## config.mk

```make
export PLATFORM = sky130hd
export DESIGN_NAME = shade_index_stage
export DESIGN_NICKNAME = d
export VERILOG_FILES = /design/src/design/shader_pkg.sv /design/src/design/shade_index_stage.sv
export VERILOG_INCLUDE_DIRS = /design/src /design/src/design
export SDC_FILE = /design/constraint.sdc
export NUM_CORES = 2
export LEC_CHECK = 0
export BUFFER_PORTS_ARGS = -buffer_cell sky130_fd_sc_hd__buf_4
export CORE_MARGIN = 5
export CORE_UTILIZATION = 30
export CTS_CLUSTER_DIAMETER = 80
export CTS_CLUSTER_SIZE = 40
export DETAILED_ROUTE_END_ITERATION = 8
export GPL_TIMING_DRIVEN = 0
export PLACE_DENSITY_LB_ADDON = 0.25
export SYNTH_ARGS = -nofsm -noshare
export SYNTH_HDL_FRONTEND = slang
export SYNTH_SLANG_ARGS = --single-unit
```

## constraint.sdc

```tcl
create_clock -name clk -period 27.7 [get_ports clk]
set_input_delay 0 -clock clk [delete_from_list [all_inputs] [get_ports clk]]
set_output_delay 0 -clock clk [all_outputs]
set_load 0.01 [all_outputs]
```

## src/design/shader_config.svh

```systemverilog
`ifndef SHADER_CONFIG_SVH
`define SHADER_CONFIG_SVH

// signed vertex coordinate
`define COORD_W 10

// edge component, one bit of growth from the subtraction
`define EDGE_W 11

// cross product component, two products and a difference
`define NORM_W 23

// sum of three squared normal components
`define MAG_W 48

// output queue entries, also the source's initial credit count
`define QUEUE_DEPTH 8

// grey table size
`define SHADE_LEVELS 16

// grey level width
`define COLOR_W 8

`endif

```

## src/design/shader_pkg.sv

```systemverilog
`include "shader_config.svh"

package shader_pkg;

    // one triangle corner in screen space
    typedef struct packed {
        logic signed [`COORD_W-1:0] x;
        logic signed [`COORD_W-1:0] y;
        logic signed [`COORD_W-1:0] z;
    } vertex_t;

    // surface normal, cross product of the two edges
    typedef struct packed {
        logic signed [`NORM_W-1:0] nx;
        logic signed [`NORM_W-1:0] ny;
        logic signed [`NORM_W-1:0] nz;
    } normal_t;

    // light is (0,0,-1), so only nz enters the dot product
    typedef struct packed {
        logic [`MAG_W-1:0] nz_sq;
        logic [`MAG_W-1:0] mag_sq;
        logic              back_facing;
    } magnitude_t;

    typedef struct packed {
        logic [$clog2(`SHADE_LEVELS)-1:0] index; // floor(16*cos^2), capped
        logic                             back_facing;
    } shade_t;

endpackage

```

## src/design/shade_index_stage.sv

```systemverilog
`timescale 1ns/1ns
`include "shader_config.svh"

module shade_index_stage (
    input  logic                   clk,
    input  logic                   rst_in,
    input  logic                   in_valid,
    input  shader_pkg::magnitude_t mag,
    output logic                   out_valid,
    output shader_pkg::shade_t     shade
);

    localparam int IDX_W = $clog2(`SHADE_LEVELS);

    logic [`MAG_W+3:0] nz_sq_x16;  // 16 * nz^2
    logic [`MAG_W+3:0] multiple;   // running k * |n|^2
    logic [IDX_W-1:0]  count;

    // count k in 1..15 with k*|n|^2 <= 16*nz^2, no divider needed
    always_comb begin
        nz_sq_x16 = {mag.nz_sq, 4'b0000};
        multiple  = '0;
        count     = '0;
        for (int k = 1; k < `SHADE_LEVELS; k++) begin
            multiple = multiple + mag.mag_sq;
            if (multiple <= nz_sq_x16)
                count = count + 1'b1;
        end
        // zero-area triangle has no direction at all
        if (mag.mag_sq == '0)
            count = '0;
    end

    always_ff @(posedge clk) begin
        if (rst_in) out_valid <= 1'b0;
        else        out_valid <= in_valid;
    end

    always_ff @(posedge clk) begin
        shade.index       <= count;
        shade.back_facing <= mag.back_facing;
    end

endmodule

```

==> flow_summary.toml <==
[logic_synthesis]
synth_async_sr_flop_share_pct = 0
yosysWarningCount = 0
ys_ff_latch = 6
synth_area_um2 = 48500
ys.flop_type = "dfxtp_1"
netlist_instances = 6310
syn_area_per_cell_um2 = 7.69
synth_top_cell_area_share_pct = 36.8
yosys.area.top_type = "ha_1"
synth_edf_count = 0
ys_seq_area_share_pct = 0.247
netlist_top_cells_area = "ha_1, a21o_1, a21oi_1, xnor2_1, o21ai_0"
syn_nets = 7844
netlist-cell-type-count = 113

[cells_and_area]
drive_gt1_share_pct = 3.49
layout.nets = 7958
layout_common_cells = "ha_1, a21oi_1, a21o_1, xnor2_1, o21ai_0"
post-route-util_pct = 32.4
multi_input_area_um2 = 47300
final_common_cell = "ha_1"
antenna_cells = 0
fin_cells = 8582
seqCellArea_um2 = 120
fillCellCount = 17400
area_delta_synth_final_pct = 7.46

[clock_network]
clk_pin_slew_ps = 30
numCtsBuffers = 3
cts_buffer_depth = 2
cts_setup_buffers = 0
cts_tree = "built"
cts_root_buf = "clkbuf_16"
htree_levels = 1
cts_sinks = 6

[critical_path]
cp.arrival_ps = 24270
critical_path_class = "input port to flip-flop"
cp.required_ps = 27850
cpPeakStageDelay_ps = 760
worst-path-max-fanout = 13
end_kind = "flip-flop"
cp-start-kind = "input port"
crit_slowest_cell = "nor4_1"

[sta]
fmax_mhz = 41.5
hold_violations = 0
fin_setup_tns_ps = 0
period_share_pct = 87.1
grt_setup_unrepaired = "no"
layout_min_cycle_time_ps = 24120
setup_violations = 0
slew_headroom_pct = 18.7
report.final.slew_viol_count = 0
setup_slack_ps = 3580
tightest_slew_ps = 1190

[global_routing]
grt_antenna_before_repair = 3
grt_usage_pct = 18.0
grt_pass1_wl_um = 248000
grt_max_degree = 26
grt_pass1_vias = 46200
overflow = 0

[place]
place_inst = 8576
place_congestion = 0.905
io_buffers = 105
pre_cts_ws_ps = 3600
place_hpwl_um = 144000

[floorplanning]
die_w_um = 412
design.core.area_um2 = 161000
ios = 106
chipHeight_um = 412
row_count = 147
die_area_um2 = 170000
start_util_pct = 30.2

[drt]
dr.pass1.iters = 6
drcViolationCount = 0
vias_per_cell = 5.54
wl_per_cell_um = 18.8
drtIter0Drc = 2892
vias = 47500
antenna_left = 0
totalWireLength_um = 161000

[hold_path]
whs_path_depth = 2
holdCritPathClass = "input port to flip-flop"

[run]
drv_cap = 0

[run_status]
status = "finished clean"
## stage by stage
step	hold WS, ps	instance area, µm²
after detailed placement	106	52100
final	424	52200
after global placement	105	52000
after global routing	422	52200
after floorplan	27.7	48500
after CTS	430	52200
## cells in the mapped netlist (12+ instances only)
master     count
nand3_1      146
o31ai_1       32
a221o_1       13
nor2b_1      153
a31oi_1       61
o21bai_1     101
and3_1        65
and2_1        56
a211o_1       27
nor2_1       356
a41oi_1       15
a21o_1       499
ha_1        1429
o211ai_1      40
a221oi_1      17
o2111ai_1     13
nand4_1      192
o31a_1        19
and4_1        26
inv_1        275
nor4_1        30
a211oi_1      55
or2_2         17
clkbuf_1      12
a21oi_1      733
nand2_1      314
a41o_1        12
a31o_2        26
xnor2_1      405
o21a_1       131
a21boi_0      22
o21ai_0      361
nand2b_1     142
or3_1         15
nor3_1        73
xor2_1       199
## sequential cells by signal, summed over array words and instances (netlist names)
register   cells
out_valid      1
shade          5
## cells by family after synthesis
family          count (synthesis)  synth area share (%)
other cells                     1               0.00773
fa+ha+maj                    1434                  37.0
buf+inv                       296                  2.33
mux                            14                 0.304
simple gates                 1639                  17.5
xor+xnor                      630                  12.1
flops                           6                 0.247
compound gates               2290                  30.5
## layer usage
layer / track usage (%) / vias to the layer above / part of all wire [%] / wire, µm
li1: - / 24200 / - / -
met1: 25.9 / 22200 / 51 / 81400
met2: 29.5 / 972 / 43 / 69200
met3: 0.782 / 163 / 3.8 / 6120
met4: 4.13 / 0 / 2.7 / 4370
met5: 0 / - / 0 / 0
## layout make-up
class	count	share of cell area [%]
Clock buffer	3	0.144
Timing Repair Buffer	109	1.59
Multi-Input combinational cell	6008	90.7
Buffer	19	0.161
Tap cell	2160	5.18
Inverter	277	2.00
Sequential cell	6	0.230
## worst max-delay path: cells and delay by family
kind / cells / cell delay (ps)
AO/OA/AOI/OAI: 44 / 10270
XOR/XNOR: 12 / 2260
adder cells (fa/ha/maj): 13 / 4340
buffers and inverters: 2 / 510
multiplexers: 1 / 380
AND/OR/NAND/NOR: 33 / 6480
## final timing paths
check | from | end | slack, ps
worst min-delay path | mag[0] | shade[0] | 420
worst max-delay path | mag[3] | shade[4] | 3580
## repair_timing
item / in CTS / in global routing
hold endpoints to repair: 2 / 0
resized for setup: 0 / 0
endpoints found under the setup margin: 0 / 0
hold buffers: 3 / 0
Power is not shown: default switching activity piles up to over one toggle a cycle in this logic, so the estimate is an artifact.
