$ cat src/design/shader_config.svh
`ifndef SHADER_CONFIG_SVH
`define SHADER_CONFIG_SVH

// signed vertex coordinate
`define COORD_W 10

// edge component, one bit of growth from the subtraction
`define EDGE_W 11

// cross product component, two products and a difference
`define NORM_W 23

// sum of three squared normal components
`define MAG_W 48

// output queue entries, also the source's initial credit count
`define QUEUE_DEPTH 8

// grey table size
`define SHADE_LEVELS 16

// grey level width
`define COLOR_W 8

`endif

$ cat src/design/shader_pkg.sv
`include "shader_config.svh"

package shader_pkg;

    // one triangle corner in screen space
    typedef struct packed {
        logic signed [`COORD_W-1:0] x;
        logic signed [`COORD_W-1:0] y;
        logic signed [`COORD_W-1:0] z;
    } vertex_t;

    // surface normal, cross product of the two edges
    typedef struct packed {
        logic signed [`NORM_W-1:0] nx;
        logic signed [`NORM_W-1:0] ny;
        logic signed [`NORM_W-1:0] nz;
    } normal_t;

    // light is (0,0,-1), so only nz enters the dot product
    typedef struct packed {
        logic [`MAG_W-1:0] nz_sq;
        logic [`MAG_W-1:0] mag_sq;
        logic              back_facing;
    } magnitude_t;

    typedef struct packed {
        logic [$clog2(`SHADE_LEVELS)-1:0] index; // floor(16*cos^2), capped
        logic                             back_facing;
    } shade_t;

endpackage

$ cat src/design/normal_stage.sv
`timescale 1ns/1ns
`include "shader_config.svh"

module normal_stage (
    input  logic                clk,
    input  logic                rst_in,
    input  logic                in_valid,
    input  shader_pkg::vertex_t v0,
    input  shader_pkg::vertex_t v1,
    input  shader_pkg::vertex_t v2,
    output logic                out_valid,
    output shader_pkg::normal_t normal
);

    // edge a = v1 - v0 = (d, e, f), edge b = v2 - v0 = (g, h, i)
    logic signed [`EDGE_W-1:0] d;
    logic signed [`EDGE_W-1:0] e;
    logic signed [`EDGE_W-1:0] f;
    logic signed [`EDGE_W-1:0] g;
    logic signed [`EDGE_W-1:0] h;
    logic signed [`EDGE_W-1:0] i;
    logic                      edge_valid;

    always_ff @(posedge clk) begin
        if (rst_in) begin
            edge_valid <= 1'b0;
            out_valid  <= 1'b0;
        end else begin
            edge_valid <= in_valid;
            out_valid  <= edge_valid;
        end
    end

    // first level, edge vectors out of vertex 0
    always_ff @(posedge clk) begin
        d <= v1.x - v0.x;
        e <= v1.y - v0.y;
        f <= v1.z - v0.z;
        g <= v2.x - v0.x;
        h <= v2.y - v0.y;
        i <= v2.z - v0.z;
    end

    // second level, cross product a x b
    // products are evaluated at NORM_W so nothing overflows
    always_ff @(posedge clk) begin
        normal.nx <= e * i - f * h;
        normal.ny <= f * g - d * i;
        normal.nz <= d * h - e * g; // sign of this decides back-facing
    end

endmodule

$ cat config.mk
export PLATFORM = sky130hd
export DESIGN_NAME = normal_stage
export DESIGN_NICKNAME = d
export VERILOG_FILES = /design/src/design/shader_pkg.sv /design/src/design/normal_stage.sv
export VERILOG_INCLUDE_DIRS = /design/src /design/src/design
export SDC_FILE = /design/constraint.sdc
export NUM_CORES = 2
export LEC_CHECK = 0
export BUFFER_PORTS_ARGS = -buffer_cell sky130_fd_sc_hd__buf_4
export CAP_MARGIN = 0
export CORE_ASPECT_RATIO = 0.7
export CORE_MARGIN = 1
export CORE_UTILIZATION = 38
export CTS_CLUSTER_SIZE = 12
export DETAILED_ROUTE_END_ITERATION = 10
export SLEW_MARGIN = 0
export SYNTH_ARGS = -nofsm -noshare
export SYNTH_HDL_FRONTEND = slang
export SYNTH_SLANG_ARGS = --single-unit
$ cat constraint.sdc
create_clock -name clk -period 6.75 [get_ports clk]
set_input_delay 0.675 -clock clk [delete_from_list [all_inputs] [get_ports clk]]
set_output_delay 0.675 -clock clk [all_outputs]
set_load 0.01 [all_outputs]
==> impl_metrics.yaml <==
flow_run:
  maxCapViolations: 0
timing:
  slew_headroom: 0.612
  timing.final.crit_share: 0.971
  timing.fmax_ghz: 0.153
  finalSetupViolCount: 0
  tightest_slew_ns: 0.581
  layout_setup_ws_ns: 0.198
  finalHoldViolCount: 0
  skew_ns: 0.0176
  finalCriticalPeriod_ns: 6.55
  maxSlewViolCount: 0
floorplan:
  die_height_um: 258
  die_x_um: 367
  num_io_pins: 163
  start_util: 0.385
  dieArea_um2: 94600
  rows: 93
  core_area_um2: 92300
global_routing:
  grtUsageTotal: 0.208
  grt_use_met2: 0.306
  met3_usage: 0.0453
  gr-total-overflow: 0
  grt_pass1_wl_um: 151000
  use_met1: 0.312
  antenna_found_initial: 2
  grt_max_degree: 23
  grt_pass1_vias: 26500
  top_usage_layer: "met1"
logic_synthesis:
  synth_top_flop_cell: "dfxtp_1"
  synth_warnings: 0
  ys_ff_latch: 137
  synth_common_cells: "1099 x inv_1, 831 x fa_1, 468 x and2_1, 310 x ha_1, 253 x nand2_1"
  synth_largest_area_cell: "fa_1"
  synth_top_cell_area_share: 0.469
  ys_async_sr_fraction: 0
  ys_top_cells_by_area: "fa_1 47%, inv_1 12%, ha_1 11%, and2_1 8.2%, dfxtp_1 7.7%"
  synth_edf_count: 0
  syn_nets: 5045
  synth_most_common_cell: "inv_1"
  avgSynthCellArea_um2: 9.31
  syn_area_um2: 35500
  yosysSeqAreaShare: 0.0773
  ys_types: 56
  synth_cells: 3811
drt:
  num_vias: 24400
  drc: 0
  viasPerCell: 4.63
  wl_um: 92000
  detail-route-antenna-nets: 0
  wire_per_inst_um: 17.4
  first_pass_iters: 6
  drt_iter0_markers: 1377
critical_path:
  cp_max_fo: 16
  end_kind: "flop"
  crit_type: "flop to flop"
  cp.arrival_ns: 7.01
  crit_required_ns: 7.20
  cp-start-kind: "flop"
finish:
  finalNetCount: 5269
  antennaDiodeCount: 0
  fill_cells: 9011
  drive_gt1_frac: 0.110
  syn_to_final_growth_pct: 13.4
placed_design:
  place_congestion: 0.881
  portBuffers: 162
  dpl.hpwl_um: 78500
  pre_cts_ws_ns: -0.262
clock_network:
  clockRootBuffer: "clkbuf_16"
  htreeDepth: 4
  path_clk_slew_ns: 0.07
  holdBufCountCts: 0
  cts_tree: "built"
  clk_latency_ns: 0.54
  cts_max_path_buffers: 2
  cts_buffers: 17
  cts.sinks: 137
outcome:
  status: "complete, no violations"
min_path:
  hold_path_class: "input pin to flop"
==> kinds of logic after synthesis <==
| kind of cell | share of synthesized area |
|---|---|
| muxes | 0.000282 |
| adders and majority gates | 0.578 |
| DFF | 0.0773 |
| and+or+nand+nor | 0.142 |
| buffers and inverters | 0.130 |
| xor gates and xnor gates | 0.0294 |
| AOI/OAI and AO/OA | 0.0424 |
==> layer usage <==
metal	wire [µm]	vias up
met1	45300	12400
met5	0	-
li1	-	11400
met2	39100	684
met4	1200	0
met3	6390	56
==> path summary, 6_finish.rpt <==
kind | from | endpoint | slack [ns] | depth (start not counted)
setup / recovery | h[3] | normal[66] | 0.20 | 22
hold / removal | rst_in | out_valid | 0.31 | 2
setup reg to reg | h[3] | normal[66] | 0.20 | 22
hold reg to reg | edge_valid | out_valid | 0.44 | 1
==> repair_timing <==
item	4_1_cts	5_1_grt
buffers inserted	0	6
endpoints found under the setup margin	9	15
pin swaps	0	12
resized for setup	15	72
==> state kept, by name, summed over array words and instances, names as in the netlist, 11 cells and up <==
register / cells
i: 11
g: 11
h: 11
e: 11
d: 11
normal: 69
f: 11
==> worst max-delay path: stages (launching register included) <==
cell,delay (ns)
dfxtp_2,0.38
buf_12,0.18
and2_1,0.18
fa_1,0.54
inv_1,0.05
fa_1,0.52
fa_1,0.46
fa_1,0.54
fa_1,0.53
fa_1,0.61
inv_1,0.07
fa_1,0.49
inv_1,0.04
ha_1,0.30
a21o_1,0.20
a21oi_2,0.16
o21ai_1,0.10
a31o_4,0.25
o41ai_4,0.33
buf_4,0.17
o21bai_1,0.05
a21oi_1,0.15
xnor2_1,0.16
==> stage by stage <==
step	setup TNS (ns)	cell area, µm²	hold slack, ns	instances	utilization
6_report	0	40300	0.305	5283	0.436
3_3_place_gp	-0.607	39300	0.419	5246	0.426
4_1_cts	0	40000	0.256	5278	0.434
2_1_floorplan	0	35500	0.414	3811	-
5_1_grt	-0.0322	40300	0.270	5283	0.436
3_5_place_dp	-0.986	39300	0.429	5246	0.426
==> placed cells by master, fill, tap and decap left out, types with 9 or more instances in the layout <==
master / Yosys / final
xnor2_1: 92 / 92
buf_12: 0 / 23
a21oi_1: 36 / 29
nor2_1: 125 / 123
a21boi_1: 22 / 22
dfxtp_4: 0 / 9
o21ai_0: 39 / 38
and2_1: 468 / 468
a21o_1: 21 / 21
buf_4: 0 / 306
o21ai_1: 27 / 26
ha_1: 310 / 310
nand3_1: 15 / 15
clkbuf_16: 0 / 17
nand2_1: 253 / 252
dfxtp_2: 0 / 32
nand2b_1: 27 / 27
dfxtp_1: 137 / 96
nor3_1: 17 / 15
fa_1: 831 / 828
inv_1: 1099 / 1098
nor2b_1: 30 / 30
xor2_1: 27 / 27
==> area by class of cell <==
cell class / count / area [µm²] / share of cell area
inverter: 1099 / 4130 / 0.102
clock inverter: 13 / 216 / 0.00538
tap: 1235 / 1550 / 0.0384
clock buffer: 19 / 443 / 0.0110
sequential: 137 / 2820 / 0.0700
multi-input combinational: 2442 / 28300 / 0.702
timing repair buffer: 338 / 2860 / 0.0711
Power is left out: the tool's default activity adds up to more than one toggle a clock period on the data nets, which glitch-free logic cannot reach.
