<file path="src/design/shader_config.svh">
`ifndef SHADER_CONFIG_SVH
`define SHADER_CONFIG_SVH

// signed vertex coordinate
`define COORD_W 10

// edge component, one bit of growth from the subtraction
`define EDGE_W 11

// cross product component, two products and a difference
`define NORM_W 23

// sum of three squared normal components
`define MAG_W 48

// output queue entries, also the source's initial credit count
`define QUEUE_DEPTH 8

// grey table size
`define SHADE_LEVELS 16

// grey level width
`define COLOR_W 8

`endif

</file>
<file path="src/design/shader_pkg.sv">
`include "shader_config.svh"

package shader_pkg;

    // one triangle corner in screen space
    typedef struct packed {
        logic signed [`COORD_W-1:0] x;
        logic signed [`COORD_W-1:0] y;
        logic signed [`COORD_W-1:0] z;
    } vertex_t;

    // surface normal, cross product of the two edges
    typedef struct packed {
        logic signed [`NORM_W-1:0] nx;
        logic signed [`NORM_W-1:0] ny;
        logic signed [`NORM_W-1:0] nz;
    } normal_t;

    // light is (0,0,-1), so only nz enters the dot product
    typedef struct packed {
        logic [`MAG_W-1:0] nz_sq;
        logic [`MAG_W-1:0] mag_sq;
        logic              back_facing;
    } magnitude_t;

    typedef struct packed {
        logic [$clog2(`SHADE_LEVELS)-1:0] index; // floor(16*cos^2), capped
        logic                             back_facing;
    } shade_t;

endpackage

</file>
<file path="src/design/shade_lut_stage.sv">
`timescale 1ns/1ns
`include "shader_config.svh"

module shade_lut_stage (
    input  logic                     clk,
    input  logic                     rst_in,
    input  logic                     in_valid,
    input  shader_pkg::shade_t       shade,
    output logic                     out_valid,
    output logic [`COLOR_W-1:0]      color
);

    // grey ramp, light falls off faster at grazing angles
    localparam logic [`COLOR_W-1:0] GREY_LUT [`SHADE_LEVELS] = '{
        8'd0,   8'd20,  8'd40,  8'd60,
        8'd78,  8'd96,  8'd114, 8'd130,
        8'd146, 8'd162, 8'd178, 8'd194,
        8'd210, 8'd226, 8'd242, 8'd255
    };

    localparam logic [`COLOR_W-1:0] BACK_COLOR = '1; // hidden faces go white

    always_ff @(posedge clk) begin
        if (rst_in) out_valid <= 1'b0;
        else        out_valid <= in_valid;
    end

    always_ff @(posedge clk) begin
        if (shade.back_facing)
            color <= BACK_COLOR;
        else
            color <= GREY_LUT[shade.index];
    end

endmodule

</file>
<file path="config.mk">
export PLATFORM = sky130hd
export DESIGN_NAME = shade_lut_stage
export DESIGN_NICKNAME = d
export VERILOG_FILES = /design/src/design/shader_pkg.sv /design/src/design/shade_lut_stage.sv
export VERILOG_INCLUDE_DIRS = /design/src /design/src/design
export SDC_FILE = /design/constraint.sdc
export NUM_CORES = 1
export LEC_CHECK = 0
export ABC_AREA = 1
export BUFFER_PORTS_ARGS = -buffer_cell sky130_fd_sc_hd__clkbuf_2
export CAP_MARGIN = 25
export CORE_AREA = 4 4 41 43
export CTS_CLUSTER_SIZE = 12
export DETAILED_ROUTE_END_ITERATION = 8
export DIE_AREA = 0 0 45 47
export GPL_ROUTABILITY_DRIVEN = 0
export SYNTH_ARGS = -nofsm -noshare
export SYNTH_HDL_FRONTEND = slang
export SYNTH_SLANG_ARGS = --single-unit
</file>
<file path="constraint.sdc">
create_clock -name clk -period 1.8 [get_ports clk]
set_input_delay 0.36 -clock clk [delete_from_list [all_inputs] [get_ports clk]]
set_output_delay 0.36 -clock clk [all_outputs]
set_load 0.005 [all_outputs]
</file>
==> impl_metrics.json, run 1 <==
{
  "path_clk_slew_ns": 0.05,
  "cts_setup_buffers": 0,
  "final-instance-count-excl-fill": 90,
  "grtUsageMet1_pct": 8.90,
  "cp_cell_sequence": "clkbuf_2",
  "grt-busiest-layer": "met2",
  "design_area_um2": 537,
  "final_antenna_net_count": 0,
  "gr-usage-met2_pct": 12.7,
  "path_depth": 1,
  "place_area_um2": 510,
  "hold_violations": 0,
  "cts_hold_buf": 0,
  "drive_gt1_share_pct": 30.7,
  "worstPathMaxFanout": 1,
  "grt_max_degree": 8,
  "vias": 362,
  "slew_violations": 0,
  "worst_slack_ns": 0.778,
  "cts.sink_count": 9,
  "cp-endpoint": "color[4]",
  "grt_pass1_wl_um": 1270,
  "final_nets": 89,
  "yosys.cell_types.count": 11,
  "die_x_um": 45,
  "netlist_area_um2": 412,
  "cp-start-kind": "flip-flop",
  "p_total_mw": 0.427,
  "drc": 0,
  "grt-ovfl-total": 0,
  "leakage_nw": 0.309,
  "grt_pass1_vias": 330,
  "pre_cts_ws_ns": 0.553,
  "dp.cells": 86,
  "num_antenna_cells": 0,
  "io_pins": 17,
  "post-route-period-util_pct": 56.8,
  "use_met3_pct": 3.45,
  "tightest_slew_ns": 0.173,
  "drv_cap": 0,
  "drt_first_pass_iters": 4,
  "final_cell_mix": "18 x nand2_1, 16 x clkbuf_2, 9 x inv_1, 9 x dfxtp_1, 5 x ha_1",
  "setup_viol": 0,
  "wl_um": 737,
  "cts_made_buffers": 3,
  "worstSetupPathType": "flip-flop to output pin",
  "power_density_nw_per_um2": 796,
  "final_common_cell": "nand2_1",
  "syn_inst": 55,
  "syn-num-nets": 68,
  "ir_drop_mv": 0.230,
  "register_area_um2": 180,
  "cts_tree": "done",
  "core-area_um2": 1300,
  "hp-start": "rst_in",
  "period_needed_ns": 1.02,
  "die_h_um": 47,
  "via_per_inst": 4.02,
  "hpwl_um": 635,
  "cts-root-buf": "clkbuf_4",
  "crit_path_end_kind": "output pin",
  "grt_antenna_before_repair": 0,
  "outcome": "complete, no violations",
  "cts_resized": 0,
  "fillCellCount": 160,
  "slowest_stage": "dfxtp_1",
  "initial_utilization_pct": 31.6,
  "rsz0062_at_grt": "no",
  "yosysWarnings": 0,
  "timing.slew.headroom_pct": 88.4,
  "htree_levels": 1,
  "setup.worst_path.start": "color[4]",
  "track_usage_pct": 8.62,
  "ys_seq_area_share_pct": 43.8,
  "worstHoldPathType": "input port to flip-flop",
  "clock_path_buffers": 2,
  "die_area_um2": 2120,
  "drt_iter0_drc": 7,
  "multiInputGateArea_um2": 194,
  "syn2layout_area_growth_pct": 30.4,
  "num_rows": 13,
  "critPathTopFamily": "flip-flops",
  "cp.required_ns": 1.44,
  "max_clock_freq_mhz": 979,
  "critical_path_buf_inv_count": 1,
  "syn_avg_cell_area_um2": 7.48,
  "port_buffers": 16,
  "route.detailed.wl_per_inst_um": 8.19,
  "max_stage_delay_ns": 0.31,
  "cp.arrival_ns": 0.66,
  "synth-seq-cells": 9,
  "fin_setup_tns_ns": 0
}
## stage by stage
| stage | util [%] | hold WS [ns] |
|---|---|---|
| floorplan | - | 0.431 |
| global placement | 39.2 | 0.520 |
| detailed placement | 39.2 | 0.524 |
| CTS | 41.3 | 0.249 |
| global route | 41.3 | 0.247 |
| finish | 41.3 | 0.260 |
## worst min path at each step
stage / end / slack [ns] / cells after the start
CTS: out_valid / 0.25 / 2
global route: out_valid / 0.25 / 2
global placement: out_valid / 0.52 / 2
floorplan: out_valid / 0.43 / 1
detailed placement: out_valid / 0.52 / 2
finish: out_valid / 0.26 / 2
## Yosys cell counts
cell type	instances	area [µm²]
a21oi_1	1	5.00
dfxtp_1	9	180
ha_1	5	62.6
inv_1	9	33.8
inv_2	1	3.75
nand2_1	18	67.6
nand2_2	2	12.5
nand3_1	4	20.0
nor2_1	4	15.0
nor2_2	1	6.26
o21ai_1	1	5.00
## flip-flops by register name, summed over array words and instances (netlist names)
signal and cells:
color 8, out_valid 1
## area by class of cell
class	count	area share, %
Tap cell	15	3.50
Sequential cell	9	33.6
Timing Repair Buffer	16	14.9
Clock buffer	4	4.90
Inverter	10	6.99
Multi-Input combinational cell	36	36.1
## logic make-up (layout without fill, tap and decap cells)
group / Yosys count / in the layout / synth area share (%)
AO/OA/AOI/OAI: 2 / 2 / 2.43
flip-flops: 9 / 9 / 43.8
adder cells (fa/ha/maj): 5 / 5 / 15.2
AND/OR/NAND/NOR: 29 / 29 / 29.5
buffers and inverters: 10 / 30 / 9.12
## routing by layer
layer | wire length (µm) | vias to the layer above
li1 | - | 204
met1 | 312 | 143
met2 | 321 | 13
met3 | 96 | 2
met4 | 6 | 0
met5 | 0 | -
## power by group
group / total (mW) / internal, mW / switching (mW) / leakage, nW
clock network: 0.145 / 0.0848 / 0.0604 / 0.0150
logic: 0.0656 / 0.0282 / 0.0373 / 0.219
registers: 0.217 / 0.213 / 0.00309 / 0.0753
total: 0.427 / 0.326 / 0.101 / 0.309
(Power assumes the default switching activity.)
==> run 2: changes to the inputs <==
--- a/config.mk
+++ b/config.mk
@@ -6,7 +6,7 @@
 export SDC_FILE = /design/constraint.sdc
 export NUM_CORES = 1
 export LEC_CHECK = 0
-export ABC_AREA = 1
+export ABC_AREA = 0
 export BUFFER_PORTS_ARGS = -buffer_cell sky130_fd_sc_hd__clkbuf_2
 export CAP_MARGIN = 25
 export CORE_AREA = 4 4 41 43
==> constraint.sdc (replaced) <==
create_clock -name clk -period 1 [get_ports clk]
set_input_delay 0.2 -clock clk [delete_from_list [all_inputs] [get_ports clk]]
set_output_delay 0.2 -clock clk [all_outputs]
set_load 0.005 [all_outputs]
==> run 2 against run 1 <==
Compared with the run above: wire length shrank 0.14%; combinational power grew 100%; first-iteration DRC count shrank 14%; synthesized cell count shrank 27%; sequential power grew 80%; critical path type unchanged; largest cell class unchanged.
==> impl_metrics.json, run 2 <==
{
  "outcome": "complete, no violations",
  "setup_viol": 0,
  "synthTopCellsByArea": "dfxtp_1 43%, ha_1 15%, mux2i_1 9.6%",
  "reg_top3": "color x8, out_valid x1",
  "final_common_cell": "clkbuf_2",
  "critPathTopFamily": "flip-flops",
  "final_antenna_net_count": 0,
  "tightest_slew_ns": 0.305,
  "final-instance-count-excl-fill": 79,
  "port_buffers": 16,
  "drv_cap": 0,
  "core-area_um2": 1300,
  "worstHoldEndpoint": "out_valid",
  "cts_resized": 0,
  "die_x_um": 45,
  "syn_inst": 40,
  "synth_top_area_share_pct": 43.1,
  "grt_pass1_vias": 296,
  "worstSetupPathType": "flip-flop to output pin",
  "final_cell_mix": "16 x clkbuf_2, 9 x dfxtp_1, 5 x inv_1, 5 x ha_1, 5 x buf_4",
  "async_flop_share_pct": 0,
  "num_rows": 13,
  "track_usage_pct": 8.16,
  "grt_pass1_wl_um": 1120,
  "largest_register_ffs": 8,
  "synthTopCellsByCount": "9 x dfxtp_1, 5 x ha_1, 5 x inv_1",
  "yosys.cell_types.count": 16,
  "yosysWarnings": 0,
  "cp.arrival_ns": 0.68,
  "cts_hold_buf": 0,
  "worst_slack_ns": 0.121,
  "hp-start": "rst_in",
  "wl_um": 736,
  "slew_violations": 0,
  "p_total_mw": 0.793,
  "worstPathMaxFanout": 1,
  "io_pins": 17,
  "rsz0062_at_grt": "no",
  "max_clock_freq_mhz": 1140,
  "top_register": "color",
  "cts_made_buffers": 3,
  "syn_avg_cell_area_um2": 10.4,
  "final_nets": 78,
  "yosysTopAreaCell": "dfxtp_1",
  "yosys.cell_count.top_type": "dfxtp_1",
  "synth-edff-count": 0,
  "min_path_cells": 2,
  "worstHoldPathType": "input port to flip-flop",
  "drc": 0,
  "cp.required_ns": 0.80,
  "vias": 333,
  "path_clk_slew_ns": 0.06,
  "htree_levels": 1,
  "synth-seq-cells": 9,
  "cts.sink_count": 9,
  "grt-ovfl-total": 0,
  "pre_cts_ws_ns": -0.0738,
  "power_density_nw_per_um2": 1390,
  "cp_cell_sequence": "clkbuf_2",
  "ys_seq_area_share_pct": 43.1,
  "cp-start-kind": "flip-flop",
  "drt_iter0_drc": 6,
  "drive_gt1_share_pct": 40.6,
  "post-route-period-util_pct": 87.9,
  "slowest_stage": "dfxtp_1",
  "num_antenna_cells": 0,
  "initial_utilization_pct": 32.1,
  "hpwl_um": 632,
  "dp.cells": 75,
  "cts_setup_buffers": 0,
  "cts_tree": "done",
  "route.detailed.wl_per_inst_um": 9.32,
  "cts-root-buf": "clkbuf_4",
  "max_stage_delay_ns": 0.32,
  "critical_path_buf_inv_count": 1,
  "drt_first_pass_iters": 4,
  "grt_antenna_before_repair": 0,
  "timing.slew.headroom_pct": 79.6,
  "period_needed_ns": 0.879,
  "netlist_area_um2": 418,
  "crit_path_end_kind": "output pin",
  "syn-num-nets": 53,
  "grt_max_degree": 11,
  "via_per_inst": 4.22,
  "syn2layout_area_growth_pct": 36.2,
  "die_h_um": 47,
  "clock_path_buffers": 2,
  "die_area_um2": 2120,
  "ir_drop_mv": 0.483,
  "leakage_nw": 0.300,
  "synth_ff_type": "dfxtp_1",
  "hold_violations": 0
}
==> run 2: cell count changes after synthesis, sizes merged, moves of 2 or more <==
cell	delta
inv	-5
mux2i	+4
nand2	-17
nand2b	+2
nand3	-4
nor2	-4
nor2b	+2
o21ai	+2
==> run 2: worst max path at each step <==
stage	startpoint	endpoint	slack, ns	cells past startpoint
2_1_floorplan	shade[2]	color[4]	0.15	4
3_3_place_gp	shade[1]	color[5]	-0.06	5
3_5_place_dp	shade[2]	color[4]	-0.07	5
4_1_cts	color[2]	color[2]	0.10	1
5_1_grt	color[2]	color[2]	0.09	1
6_report	color[2]	color[2]	0.12	1
==> run 2: cells by family (layout without fill, tap and decap cells) <==
logic type | after synthesis | in the layout | synth area share (%)
AOI/OAI and AO/OA | 7 | 7 | 12.0
adders and majority gates | 5 | 5 | 15.0
buffers and inverters | 6 | 30 | 7.19
DFF | 9 | 9 | 43.1
muxes | 5 | 5 | 13.2
and+or+nand+nor | 8 | 8 | 9.58
==> run 2: per-layer routing <==
metal / GRT usage, % / wire, µm / share of wire, % / vias to the layer above
li1: - / - / - / 180
met1: 8.03 / 295 / 40 / 137
met2: 12.4 / 356 / 48 / 12
met3: 1.15 / 45 / 6.1 / 4
met4: 12.3 / 38 / 5.2 / 0
met5: 0 / 0 / 0 / -
==> run 2: stage by stage <==
step | utilization [%] | hold WS (ns) | cell area, µm² | setup TNS [ns]
floorplan | - | 0.272 | 418 | 0
global placement | 41.7 | 0.359 | 543 | -0.146
detailed placement | 41.7 | 0.360 | 543 | -0.199
CTS | 43.8 | 0.0840 | 569 | 0
global route | 43.8 | 0.0777 | 569 | 0
finish | 43.8 | 0.0962 | 569 | 0
==> run 2: layout make-up <==
type                            instances  area (µm²)
Multi-Input combinational cell         25         208
Fill cell                             140         732
Sequential cell                         9         180
Inverter                                5        18.8
Clock buffer                            4        26.3
Timing Repair Buffer                   21         118
Tap cell                               15        18.8
==> run 2: report_power, final <==
| group | switching, mW | leakage, nW | internal [mW] |
|---|---|---|---|
| registers | 0.00572 | 0.0753 | 0.384 |
| clock network | 0.117 | 0.0150 | 0.153 |
| logic | 0.0627 | 0.210 | 0.0710 |
==> run 3: changes to the inputs <==
--- a/config.mk
+++ b/config.mk
@@ -8,7 +8,7 @@
 export LEC_CHECK = 0
 export ABC_AREA = 0
 export BUFFER_PORTS_ARGS = -buffer_cell sky130_fd_sc_hd__clkbuf_2
-export CAP_MARGIN = 25
+export CAP_MARGIN = 30
 export CORE_AREA = 4 4 41 43
 export CTS_CLUSTER_SIZE = 12
 export DETAILED_ROUTE_END_ITERATION = 8
==> constraint.sdc (replaced) <==
create_clock -name clk -period 0.85 [get_ports clk]
set_input_delay 0.17 -clock clk [delete_from_list [all_inputs] [get_ports clk]]
set_output_delay 0.17 -clock clk [all_outputs]
set_load 0.005 [all_outputs]
==> run 3 against run 2 <==
Compared with the run above: the flow now finishes with violations (negative setup slack); setup slack lost 0.12 ns; hold slack lost 0.032 ns; cell count up 1.3%; die area unchanged; critical path depth is the same; utilization is 2.1 points higher; wire length is 7.6% higher; non-clock buffer count is 1 higher; count of clock-buffer cells in the layout unchanged; power rose by 21%; sequential cell count did not move; critical path type unchanged.
==> impl_metrics.json, run 3 (same netlist as run 2, synthesis figures left out) <==
{
  "drt_first_pass_iters": 2,
  "comb_power_share_pct": 17.7,
  "slew_violations": 0,
  "worst_slack_ns": -0.000645,
  "cts-root-buf": "clkbuf_4",
  "final_cell_mix": "15 x clkbuf_2, 6 x dfxtp_2, 6 x buf_4",
  "wl_um": 792,
  "grt-ovfl-total": 0,
  "final_antenna_net_count": 0,
  "outcome": "complete, but fails checks",
  "hold_ws_ns": 0.0644,
  "cts_tree": "done",
  "drv_cap": 0,
  "timing.slew.headroom_pct": 81.0,
  "cp.required_ns": 0.68,
  "route.detailed.wl_per_inst_um": 9.90,
  "vias": 362,
  "worstHoldEndpoint": "out_valid",
  "final_nets": 79,
  "path_clk_slew_ns": 0.06,
  "crit_path_end_kind": "output pin",
  "post-route-period-util_pct": 100,
  "num_antenna_cells": 0,
  "grt_pass1_vias": 310,
  "port_buffers": 16,
  "hp-start": "rst_in",
  "final-instance-count-excl-fill": 80,
  "largest_register_ffs": 8,
  "leakage_nw": 0.306,
  "critPathTopFamily": "flip-flops",
  "core-area_um2": 1300,
  "die_area_um2": 2120,
  "grt_max_degree": 10,
  "worstHoldPathType": "input port to flip-flop",
  "max_stage_delay_ns": 0.32,
  "worstPathMaxFanout": 1,
  "initial_utilization_pct": 32.1,
  "clock_path_buffers": 2,
  "slowest_stage": "dfxtp_2",
  "io_pins": 17,
  "reg_top3": "color x8, out_valid x1",
  "ir_drop_mv": 0.684,
  "switching_power_mw": 0.229,
  "tightest_slew_ns": 0.284,
  "critical_path_buf_inv_count": 1,
  "worstSetupPathType": "flip-flop to output pin",
  "drt_iter0_drc": 5,
  "fin_setup_tns_ns": -0.000645,
  "setup_viol": 1,
  "final_common_cell": "clkbuf_2",
  "drc": 0,
  "min_path_cells": 2,
  "grt_antenna_before_repair": 0,
  "power_density_nw_per_um2": 1600,
  "dp.cells": 76,
  "cp-start-kind": "flip-flop",
  "p_total_mw": 0.957,
  "violations": "negative setup slack",
  "hold_violations": 0,
  "num_rows": 13,
  "swShare_pct": 23.9,
  "intPower_mw": 0.728,
  "hpwl_um": 650,
  "cp.arrival_ns": 0.68,
  "drive_gt1_share_pct": 52.3,
  "htree_levels": 1,
  "max_clock_freq_mhz": 1180,
  "period_needed_ns": 0.851,
  "pre_cts_ws_ns": -0.205,
  "cp_cell_sequence": "clkbuf_2",
  "power.share.sequential_pct": 48.4,
  "die_x_um": 45,
  "cts_made_buffers": 3,
  "syn2layout_area_growth_pct": 42.8,
  "via_per_inst": 4.53,
  "grt_pass1_wl_um": 1240,
  "rsz0062_at_grt": "yes",
  "die_h_um": 47,
  "top_register": "color",
  "track_usage_pct": 8.48,
  "power_frac_clock_pct": 33.9,
  "cts.sink_count": 9
}
==> run 3: worst max path at each step <==
| stage | startpoint | end | cells after the start |
|---|---|---|---|
| 6_report | color[2] | color[2] | 1 |
| 5_1_grt | color[3] | color[3] | 1 |
| 4_1_cts | color[2] | color[2] | 1 |
| 3_5_place_dp | shade[1] | color[5] | 5 |
| 3_3_place_gp | shade[1] | color[5] | 5 |
| 2_1_floorplan | shade[2] | color[4] | 4 |
==> run 3: metrics by stage <==
| step | util (%) | area, µm² |
|---|---|---|
| 6_report | 45.9 | 597 |
| 5_1_grt | 45.9 | 597 |
| 4_1_cts | 44.4 | 578 |
| 3_5_place_dp | 42.3 | 551 |
| 3_3_place_gp | 42.3 | 551 |
| 2_1_floorplan | - | 418 |
==> run 3: what timing repair did <==
item / in CTS / in global routing
pin swaps: 0 / 0
hold buffers: 0 / 0
resized for setup: 1 / 7
endpoints found under the setup margin: 2 / 11
setup buffers: 0 / 0
==> run 3: final cells by class <==
cell class,instances,area (µm²)
timing repair buffer,22,131
multi-input combinational,25,214
fill,142,704
tap,15,18.8
inverter,5,18.8
clock buffer,4,26.3
sequential,9,188
==> run 3: routing by layer <==
layer  share of wire (%)  routed length, µm  global-route usage, %  up-vias
li1                    -                  -                      -      181
met1                  39                309                   9.40      167
met2                  52                408                   12.7       12
met3                 6.8                 54                   2.30        2
met4                 2.4                 19                   8.77        0
met5                   0                  0                      0        -
==> run 3: power groups by stage <==
stage | logic (mW) | clock network [mW] | registers, mW
final | 0.169 | 0.324 | 0.463
after global routing | 0.187 | 0.356 | 0.466
after CTS | 0.166 | 0.334 | 0.460
after detailed placement | 0.165 | 0 | 0.469
after global placement | 0.162 | 0 | 0.468
after floorplan | 0.0774 | 0 | 0.472
