File: src/design/shader_config.svh
`ifndef SHADER_CONFIG_SVH
`define SHADER_CONFIG_SVH

// signed vertex coordinate
`define COORD_W 10

// edge component, one bit of growth from the subtraction
`define EDGE_W 11

// cross product component, two products and a difference
`define NORM_W 23

// sum of three squared normal components
`define MAG_W 48

// output queue entries, also the source's initial credit count
`define QUEUE_DEPTH 8

// grey table size
`define SHADE_LEVELS 16

// grey level width
`define COLOR_W 8

`endif

File: src/design/credit_queue.sv
`timescale 1ns/1ns
`include "shader_config.svh"

module credit_queue (
    input  logic                clk,
    input  logic                rst_in,
    input  logic                wr_valid,
    input  logic [`COLOR_W-1:0] wr_color,
    input  logic                out_credit,
    output logic                in_credit,
    output logic                out_valid,
    output logic [`COLOR_W-1:0] out_color
);

    localparam int DEPTH    = `QUEUE_DEPTH;
    localparam int PTR_W    = $clog2(DEPTH);
    localparam int CNT_W    = $clog2(DEPTH + 1);
    localparam int CREDIT_W = 16; // sink may run far ahead of us

    logic [`COLOR_W-1:0] mem [DEPTH];
    logic [PTR_W-1:0]    wr_ptr;
    logic [PTR_W-1:0]    rd_ptr;
    logic [CNT_W-1:0]    count;
    logic [CREDIT_W-1:0] sink_credits;
    logic                pop;

    // oldest entry leaves only when the sink has room for it
    assign pop = (count != '0) && (sink_credits != '0);

    always_ff @(posedge clk) begin
        if (wr_valid)
            mem[wr_ptr] <= wr_color;
    end

    always_ff @(posedge clk) begin
        if (rst_in) begin
            wr_ptr <= '0;
            rd_ptr <= '0;
        end else begin
            if (wr_valid)
                wr_ptr <= (wr_ptr == PTR_W'(DEPTH - 1)) ? '0 : wr_ptr + 1'b1;
            if (pop)
                rd_ptr <= (rd_ptr == PTR_W'(DEPTH - 1)) ? '0 : rd_ptr + 1'b1;
        end
    end

    // occupancy and sink credits, both can move up and down in one cycle
    always_ff @(posedge clk) begin
        if (rst_in) begin
            count        <= '0;
            sink_credits <= '0;
        end else begin
            count        <= count + CNT_W'(wr_valid) - CNT_W'(pop);
            sink_credits <= sink_credits + CREDIT_W'(out_credit) - CREDIT_W'(pop);
        end
    end

    always_ff @(posedge clk) begin
        if (rst_in) begin
            out_valid <= 1'b0;
            in_credit <= 1'b0;
        end else begin
            out_valid <= pop;
            in_credit <= pop; // freed slot goes back to the source
        end
    end

    always_ff @(posedge clk) begin
        if (pop)
            out_color <= mem[rd_ptr];
    end

endmodule

File: config.mk
export PLATFORM = sky130hd
export DESIGN_NAME = credit_queue
export DESIGN_NICKNAME = d
export VERILOG_FILES = /design/src/design/credit_queue.sv
export VERILOG_INCLUDE_DIRS = /design/src /design/src/design
export SDC_FILE = /design/constraint.sdc
export NUM_CORES = 1
export LEC_CHECK = 0
export BUFFER_PORTS_ARGS = -buffer_cell sky130_fd_sc_hd__buf_2
export CORE_MARGIN = 10
export CORE_UTILIZATION = 30
export CTS_BUF_LIST = sky130_fd_sc_hd__clkbuf_4 sky130_fd_sc_hd__clkbuf_8 sky130_fd_sc_hd__clkbuf_16
export DETAILED_ROUTE_END_ITERATION = 6
export PLACE_DENSITY = 0.57
export SETUP_SLACK_MARGIN = 0.3
export SYNTH_ARGS = -nofsm -noshare
export SYNTH_HDL_FRONTEND = slang
export SYNTH_SLANG_ARGS = --single-unit
File: constraint.sdc
create_clock -name clk -period 4.2 [get_ports clk]
set_clock_uncertainty 0.2 [all_clocks]
set_input_delay 0.84 -clock clk [delete_from_list [all_inputs] [get_ports clk]]
set_output_delay 0.84 -clock clk [all_outputs]
set_load 0.005 [all_outputs]
==> metrics.txt, run 1 <==
Core Util, Final=35.0%; Core Box Area=14,600 µm²; post-synthesis net count=369; Top Ports=22; CTS Buf Count=9; Yosys top cell area share=48.0%; DR iter-0 viols=192; DP Worst Slack=598 ps; Synth Register Bits=99; largest cells by area after synthesis=edfxtp_1, dfxtp_1, ha_1, mux4_2, nor2_1; vias in the first global route=2,680; critical path arrival=3620 ps; initial core utilization=30.8%; Setup-failing EPs final=0; Post-DRT Antenna Nets=0; DRT Wirelength=8.44 mm; drt wl/cell=15.7 µm; Tot GR Track Use=8.88%; r2r setup slk=610 ps; Cell variety after synth=39; RSZ-0062 raised after global routing=no; Area Growth Syn to Fin=13.7%; FMAX=279 MHz; final hold violations=0; Worst Hold Depth=2; slowest CP cell=fa_1; Syn Inst Count=325; CTS H-tree depth=3; crit-path max cell delay=410 ps; Final period util=85.5%; post-route setup TNS=0 ps; post_cts resized=0; leakage power=0.00190 µW; relative slew slack=33.9%; routed via count=2,522; Post-synth top flop=edfxtp_1; Cell Chain, Critical Path=inv_1, ha_1, nand4_1, nor3_1, or3_1, nand2_1, ha_1, fa_1, a21o_1, a211oi_2, o31ai_2, a221oi_4, o31ai_1, mux2_1; DR pass1 iterations=4; HP Class=reg -> reg; Post-Syn Area=4500 µm²; FP Rows=44; worst setup margin=611 ps; pwr dens=759 nW/µm²; Root Buffer=clkbuf_16; minimum clock period=3590 ps; leading area contributor after synthesis=edfxtp_1; clock sink total=99; GR Overflow Total=0; # fillers=1,370; largest net degree at the start of global routing=30; Residual DRC=0; worst-margin pin slew=988 ps; # port buffers=21; worst reg2reg path depth=14; worst hold slack=376 ps; register area=2700 µm²; warnings from Yosys=0; average size of a mapped cell=13.9 µm²; CP Capture Type=flip-flop; WHS Endpoint=wr_ptr[2]; Final #Nets=392; Crit Path Max Fanout=3; initial antenna violation count=0; FFs w/ async S/R, synth=0%; CTS tree=built; crit path launch type=flip-flop; # hold bufs at CTS=0; DP Wirelength=5.61 mm; worst skew pair latency=340 ps; maximum vdd drop=233 µV; hold path start=wr_ptr[2]; vias per std cell=4.70; WS Path Type=reg -> reg; RR Startpoint=sink_credits[13]; CTS max path bufs=2; number of synthesized flops with an enable pin=72; outcome=completed; Die X=143 µm; ratio of cells with drive above 1 in the final layout=20.1%; CP required=4230 ps; Die Area=20,300 µm²; register area share after synthesis=60.0%; post-CTS setup buffers=0; diode count=0; DIE HEIGHT=143 µm; GPL Wtd Cong=0.835; FF-to-FF End=sink_credits[12]; multi-input logic area=1660 µm²; clock transition at the registers of the reported paths=70 ps; Crit path top cell by count=ha_1; first-pass GRT wire length=13.9 mm; Max Transition Viols Final=0; max_cap viols=0
final cells by class:
type | count | share of cell area, %
Tap cell | 184 | 4.49
Sequential cell | 99 | 52.7
Clock buffer | 9 | 4.40
Timing Repair Buffer | 23 | 2.34
Inverter | 30 | 2.20
Multi-Input combinational cell | 185 | 32.4
Clock inverter | 7 | 1.47
Yosys cell counts, types with 4 or more instances:
cell / n
mux2i_1: 5
a21oi_1: 15
clkbuf_1: 5
ha_1: 30
nor2b_1: 6
xnor2_1: 10
edfxtp_1: 72
mux2_2: 8
a21o_1: 4
o21ai_0: 7
nand2b_1: 8
dfxtp_1: 27
nand2_1: 8
inv_1: 30
nor2_1: 36
nor3_1: 5
mux4_2: 16
critical path: cells and delay by family, from the launching register on:
family | cells | cell delay (ps)
adder cells (fa/ha/maj) | 3 | 780
multiplexers | 1 | 320
buffers and inverters | 1 | 90
AND/OR/NAND/NOR | 4 | 700
flip-flops | 1 | 320
AO/OA/AOI/OAI | 5 | 1050
worst max path at each step:
stage	from	to	slack, ps	cells past startpoint
floorplan	sink_credits[12]	sink_credits[12]	970	14
global placement	sink_credits[11]	sink_credits[12]	740	14
detailed placement	sink_credits[14]	sink_credits[12]	600	14
CTS	sink_credits[13]	sink_credits[12]	540	14
global route	sink_credits[13]	sink_credits[12]	350	14
finish	sink_credits[13]	sink_credits[12]	610	14
cell usage in the layout (no fill, tap or decap), drive strengths merged, types with 3 or more instances in the layout:
cell type / netlist / final
a21o: 4 / 4
a21oi: 16 / 16
buf: 6 / 23
clkbuf: 5 / 9
dfxtp: 27 / 27
edfxtp: 72 / 72
ha: 30 / 30
inv: 30 / 34
mux2: 10 / 10
mux2i: 5 / 5
mux4: 16 / 16
nand2: 8 / 8
nand2b: 8 / 8
nor2: 36 / 36
nor2b: 6 / 6
nor3: 5 / 5
o21ai: 7 / 7
o31ai: 3 / 3
xnor2: 10 / 10
xor2: 3 / 3
through the flow:
step                      std cells  cell area, µm²  power [µW]
after detailed placement        521            4810        3060
after global placement          521            4810        3040
after global routing            537            5120        4210
after CTS                       537            5110        3910
after floorplan                 325            4500        2690
final                           537            5120        3890
registers in the layout, summed over array words and instances (netlist names):
signal / cells
count: 4
mem: 64
out_color: 8
out_valid: 1
rd_ptr: 3
sink_credits: 16
wr_ptr: 3
cells by family after synthesis:
kind of cell	Yosys count	synth area share, %
flops	99	60.0
buf+inv	41	3.56
xor+xnor	13	2.53
simple gates	71	7.33
mux	31	11.7
fa+ha+maj	32	9.22
compound gates	38	5.67
routing by layer:
metal | GRT usage [%] | share of wire (%)
met4 | 4.23 | 2.3
met2 | 14.2 | 48
met5 | 0 | 0
met1 | 10.7 | 46
met3 | 2.70 | 3.6
power breakdown:
group / total [µW] / switching, µW / leakage [µW] / internal [µW]
Clock: 820 / 397 / 0.000145 / 423
Sequential: 1340 / 106 / 0.000887 / 1240
Combinational: 1730 / 916 / 0.000865 / 810
Total: 3890 / 1420 / 0.00190 / 2470
No activity file was read; power rests on OpenSTA's default activity.
==> inputs of run 2 (changes only) <==
- CTS_BUF_LIST: sky130_fd_sc_hd__clkbuf_4 sky130_fd_sc_hd__clkbuf_8 sky130_fd_sc_hd__clkbuf_16 -> default
- REMOVE_ABC_BUFFERS: default -> 1
==> run 2 against run 1 <==
Hold slack got worse by 66 ps. Global-route usage decreased by 0.53 points. Via count decreased by 3.3%. Final cell count increased by 0.19%. Wire length decreased by 4.9%. Sequential cell count unchanged. Core utilization decreased by 0.060 points. Critical path depth unchanged. Clock power decreased by 1%. Count of clock-buffer cells in the layout unchanged.
==> metrics.txt, run 2 (synthesized netlist as in run 1, its figures left out) <==
outcome=completed; Core Box Area=14,600 µm² (unchanged); DR pass1 iterations=4 (unchanged); RR Startpoint=sink_credits[13]; FMAX=284 MHz (+1.8%); Setup-failing EPs final=0 (unchanged); post-CTS setup buffers=0 (unchanged); relative slew slack=35.0% (+1.2 points); Core Util, Final=34.9% (-0.060 points); drt wl/cell=14.9 µm (-5.1%); Max Transition Viols Final=0 (unchanged); final hold violations=0 (unchanged); max_cap viols=0 (unchanged); WS Path Type=reg -> reg; DRT Wirelength=8.02 mm (-4.9%); initial antenna violation count=0 (unchanged); RSZ-0062 raised after global routing=no; Die X=143 µm (unchanged); clock transition at the registers of the reported paths=70 ps (about the same); clock sink total=99 (unchanged); ratio of cells with drive above 1 in the final layout=20.1% (-0.057 points); critical path arrival=3560 ps (-60 ps); max reg flops=64 (unchanged); DIE HEIGHT=143 µm (unchanged); biggest regs=mem (64), sink_credits (16), out_color (8); CTS Buf Count=9 (unchanged); crit path launch type=flip-flop; HP Class=reg -> reg; Worst Hold Depth=2 (unchanged); worst reg2reg path depth=14 (unchanged); # port buffers=21 (unchanged); Final #Nets=393 (+0.26%); CTS H-tree depth=3 (unchanged); leakage power=0.00190 µW (about the same); met2 wire length=3.96 mm (-1.7%); FP Rows=44 (unchanged); most common cell after layout, fill and taps aside=edfxtp_1; Area Growth Syn to Fin=13.6%; CP Capture Type=flip-flop; Root Buffer=clkbuf_16; Top reg by flops=mem; minimum clock period=3530 ps (-62.6 ps); # fillers=1,380 (+0.73%); maximum vdd drop=377 µV (+62%); pwr dens=748 nW/µm² (-1.5%); vias in the first global route=2,532 (-5.5%); GR Overflow Total=0 (unchanged); CTS tree=built; # hold bufs at CTS=0 (unchanged); Tot GR Track Use=8.34% (-0.53 points); Final period util=84.0% (-1.5 points); Top Ports=22 (unchanged); diode count=0 (unchanged); post-route setup TNS=0 ps (unchanged); Residual DRC=0 (unchanged); largest net degree at the start of global routing=30 (unchanged); Setup crit start=sink_credits[13]; Total Power=3830 µW (-1.6%); top sig layer=met4; CP required=4230 ps (about the same); most frequent cells in the layout=edfxtp_1, nor2_1, inv_1, ha_1, dfxtp_1; first-pass GRT wire length=13.1 mm (-5.6%); routed via count=2,439 (-3.3%); Crit Path Max Fanout=3 (unchanged); worst skew pair latency=350 ps (about the same); worst-margin pin slew=971 ps (-17.3 ps); Die Area=20,300 µm² (unchanged); vias per std cell=4.53 (-3.5%); CTS max path bufs=2 (unchanged); initial core utilization=30.8% (unchanged); hold path start=rd_ptr[0]; met3 WL=322 µm (+5.6%); wire length on met1=3.66 mm (-6.3%); GPL Wtd Cong=0.757 (-9.4%); DP Wirelength=5.53 mm (-1.4%); post_cts resized=0 (unchanged); Post-DRT Antenna Nets=0 (unchanged); DR iter-0 viols=133 (-31%)
## run 2: stage by stage
| step | setup WS, ps | cells | hold WS [ps] | instance area (µm²) |
|---|---|---|---|---|
| floorplan | 966 | 314 | 303 | 4460 |
| global placement | 724 | 522 | 273 | 4810 |
| CTS | 624 | 538 | 297 | 5110 |
| global route | 437 | 538 | 339 | 5110 |
| detailed placement | 646 | 522 | 284 | 4810 |
| finish | 673 | 538 | 310 | 5110 |
## run 2: path summary, 6_finish.rpt
check | slack, ps | end
worst max register to register | 670 | sink_credits[12]
worst min register to register | 310 | rd_ptr[0]
worst max-delay path | 670 | sink_credits[12]
worst min-delay path | 310 | rd_ptr[0]
## run 2: cell type report
type	instances	area (µm²)	area share, %
inverters	30	113	2.20
multi-input cells	185	1640	32.1
clock buffers	9	225	4.40
well taps	184	230	4.50
flip-flops and latches	99	2700	52.8
repair buffers	24	128	2.50
clock inverters	7	75.1	1.47
## run 2: power breakdown
part           internal [µW]  switching, µW
clock network            422            390
registers               1240            106
logic                    797            874
total                   2460           1370
## run 2: metal layers
metal	track usage [%]	up-vias
met5	0	-
met4	2.44	0
met3	2.90	6
met2	14.1	27
met1	9.83	1182
li1	-	1224
## run 2: worst max-delay path, cell delays in order, from the launching register on
cell      delay [ps]
dfxtp_1          320
inv_1             80
ha_1             140
nand4_1          110
nor3_1           280
or3_1            230
nand2_1           70
ha_1             210
fa_1             400
a21o_1           210
a211oi_2         230
o31ai_2          120
a221oi_2         380
o31ai_1          120
mux2_1           320
==> inputs of run 3 (changes only) <==
- ABC_AREA: default -> 1
- clock period: 4.2 -> 3.45 ns (I/O delays scaled with it)
==> run 3 against run 2 <==
Non-clock buffer count grew 7. Sequential share of layout area shrank 3.7 points. Register-to-register slack lost 110 ps. Synthesized cell count grew 58%. Maximum frequency grew 22%. Global-route usage grew 1.6 points. Count of clock-buffer cells in the layout is the same. Critical path type unchanged. Largest cell class unchanged. Highest routed layer unchanged.
==> metrics.txt, run 3 <==
hold path start=rd_ptr[2]; leakage power=0.00230 µW (+21%); FP Rows=46 (+4.5%); Residual DRC=0 (unchanged); CTS tree=built; critical path arrival=2930 ps (-630 ps); CP required=3490 ps (-740 ps); Area Growth Syn to Fin=13.4%; worst reg2reg path depth=19 (+5); DR iter-0 viols=230 (+73%); first-pass GRT wire length=17.5 mm (+33%); initial antenna violation count=0 (unchanged); Tot GR Track Use=9.94% (+1.6 points); Setup-failing EPs final=0 (unchanged); slowest CP cell=fa_2; Non-Filler Instances=764 (+42%); CP Capture Type=flip-flop; CTS H-tree depth=3 (unchanged); biggest regs=mem (64), sink_credits (16), out_color (8); # fillers=1,655 (+20%); Root Buffer=clkbuf_16; CTS max path bufs=2 (unchanged); most common cell after layout, fill and taps aside=nor2_1; Top delay family on crit path=simple AND/OR/NAND/NOR gates; CTS Buf Count=9 (unchanged); most frequent cells in the layout=nor2_1, edfxtp_1, nand2_1; HP Class=reg -> reg; RR Startpoint=sink_credits[10]; crit-path max cell delay=350 ps (-50 ps); pwr dens=923 nW/µm² (+23%); FF-to-FF End=sink_credits[10]; Syn Inst Count=515 (+58%); Cell Chain, Critical Path=inv_1, ha_1, nand2_1, nor2_1, nand4_1, nand2_2, inv_4, nand2_4, o21ai_0, ha_2, fa_2, nand2_1, nand2_1, nand3_1, nand2_2, a21oi_2, nand2_1, nand2_1, nor2_1; CP Buf/Inv Count=2 (+1); RSZ-0062 raised after global routing=no; Total Power=5070 µW (+32%); Crit path top cell by count=nand2_1; average size of a mapped cell=9.41 µm² (-32%); Setup crit start=sink_credits[10]; DP Wirelength=7.30 mm (+32%); DIE HEIGHT=147 µm (+3.2%); maximum vdd drop=449 µV (+19%); final hold violations=0 (unchanged); Core Util, Final=34.6% (-0.33 points); worst skew pair latency=340 ps (about the same); worst-margin pin slew=860 ps (-111 ps); largest cells by area after synthesis=edfxtp_1, dfxtp_1, nor2_1, ha_1, nand2_1; Die X=147 µm (+3.2%); Synth Register Bits=99 (unchanged); Die Area=21,600 µm² (+6.5%); vias per std cell=4.57 (+0.88%); post-route setup TNS=0 ps (unchanged); clock transition at the registers of the reported paths=70 ps (about the same); Final #Nets=587 (+49%); initial core utilization=30.5% (-0.25 points); Core Box Area=15,900 µm² (+8.5%); clock sink total=99 (unchanged); most frequent cells after synthesis=nor2_1, nand2_1, edfxtp_1; Post-synth top flop=edfxtp_1; Yosys top cell area share=44.6% (-3.4 points); Post-Syn Area=4850 µm² (+7.6%); FFs w/ async S/R, synth=0% (unchanged); Placed Cells=747 (+43%); GPL Wtd Cong=0.927 (+23%); relative slew slack=42.5% (+7.4 points); Max Transition Viols Final=0 (unchanged); routed via count=3,494 (+43%); Worst Hold Depth=2 (unchanged); outcome=completed; GR Overflow Total=0 (unchanged); # port buffers=21 (unchanged); vias in the first global route=3,459 (+37%); Top Ports=22 (unchanged); diode count=0 (unchanged); WHS Endpoint=rd_ptr[2]; minimum clock period=2890 ps (-638 ps); warnings from Yosys=0 (unchanged); Cell variety after synth=32 (-18%); number of synthesized flops with an enable pin=72 (unchanged); WS Path Type=reg -> reg; most common cell in the netlist=nor2_1; worst hold slack=331 ps (+21.8 ps); ratio of cells with drive above 1 in the final layout=13.1% (-6.9 points); r2r setup slk=560 ps (-110 ps); FMAX=346 MHz (+22%); leading area contributor after synthesis=edfxtp_1; Top reg by flops=mem; DR pass1 iterations=5 (+1); largest net degree at the start of global routing=33 (+10%); DRT Wirelength=10.5 mm (+31%); register area share after synthesis=55.8% (-4.2 points); max reg flops=64 (unchanged); crit path launch type=flip-flop; Post-DRT Antenna Nets=0 (unchanged); Crit Path Max Fanout=12 (+9); drt wl/cell=13.8 µm (-7.6%); max_cap viols=0 (unchanged); Final period util=83.7% (-0.25 points)
run 3: tightest hold or removal path, stage by stage, from the launching register on:
cell and delay (ps):
dfxtp_1 340, nor2_1 100, nor2_1 50
run 3: metrics by stage:
step / cell area [µm²] / setup WS, ps
floorplan: 4720 / 782
global placement: 5170 / 477
global route: 5500 / 304
CTS: 5470 / 302
detailed placement: 5170 / 336
finish: 5500 / 562
run 3: how the worst max path moves through the flow:
stage / slack [ps] / to / depth (start not counted)
global placement: 480 / sink_credits[10] / 19
finish: 560 / sink_credits[10] / 19
floorplan: 780 / sink_credits[10] / 19
global route: 300 / sink_credits[10] / 19
detailed placement: 340 / sink_credits[10] / 19
CTS: 300 / sink_credits[10] / 19
run 3: report_power, final:
part,internal [µW],switching (µW),leakage [µW]
clock,515,482,0.000145
combinational,859,1580,0.00127
sequential,1520,116,0.000887
total,2890,2180,0.00230
run 3: layout make-up:
cell class                      instances  area, µm²  area share, %
Clock buffer                            9        225           4.10
Clock inverter                          7       75.1           1.37
Inverter                               72        277           5.03
Multi-Input combinational cell        330       1770           32.1
Sequential cell                        99       2700           49.2
Tap cell                              216        270           4.92
Timing Repair Buffer                   31        180           3.28
run 3: cell families after synthesis:
kind of cell / Yosys count / share of synthesized area [%]
flops: 99 / 55.8
buf+inv: 86 / 8.18
xor+xnor: 1 / 0.181
fa+ha+maj: 32 / 8.57
compound gates: 90 / 10.1
simple gates: 207 / 17.2
run 3: timing repair:
item / in CTS / in global routing
endpoints found under the setup margin: 0 / 6
hold buffers: 0 / 0
gates resized for setup: 0 / 8
setup buffers: 0 / 1
run 3: layer usage:
layer | vias up | global-route usage [%] | part of all wire [%]
met5 | - | 0 | 0
met4 | 0 | 3.22 | 1.5
met3 | 13 | 1.72 | 4.8
met2 | 79 | 17.4 | 50
met1 | 1639 | 12.1 | 44
li1 | 1763 | - | -
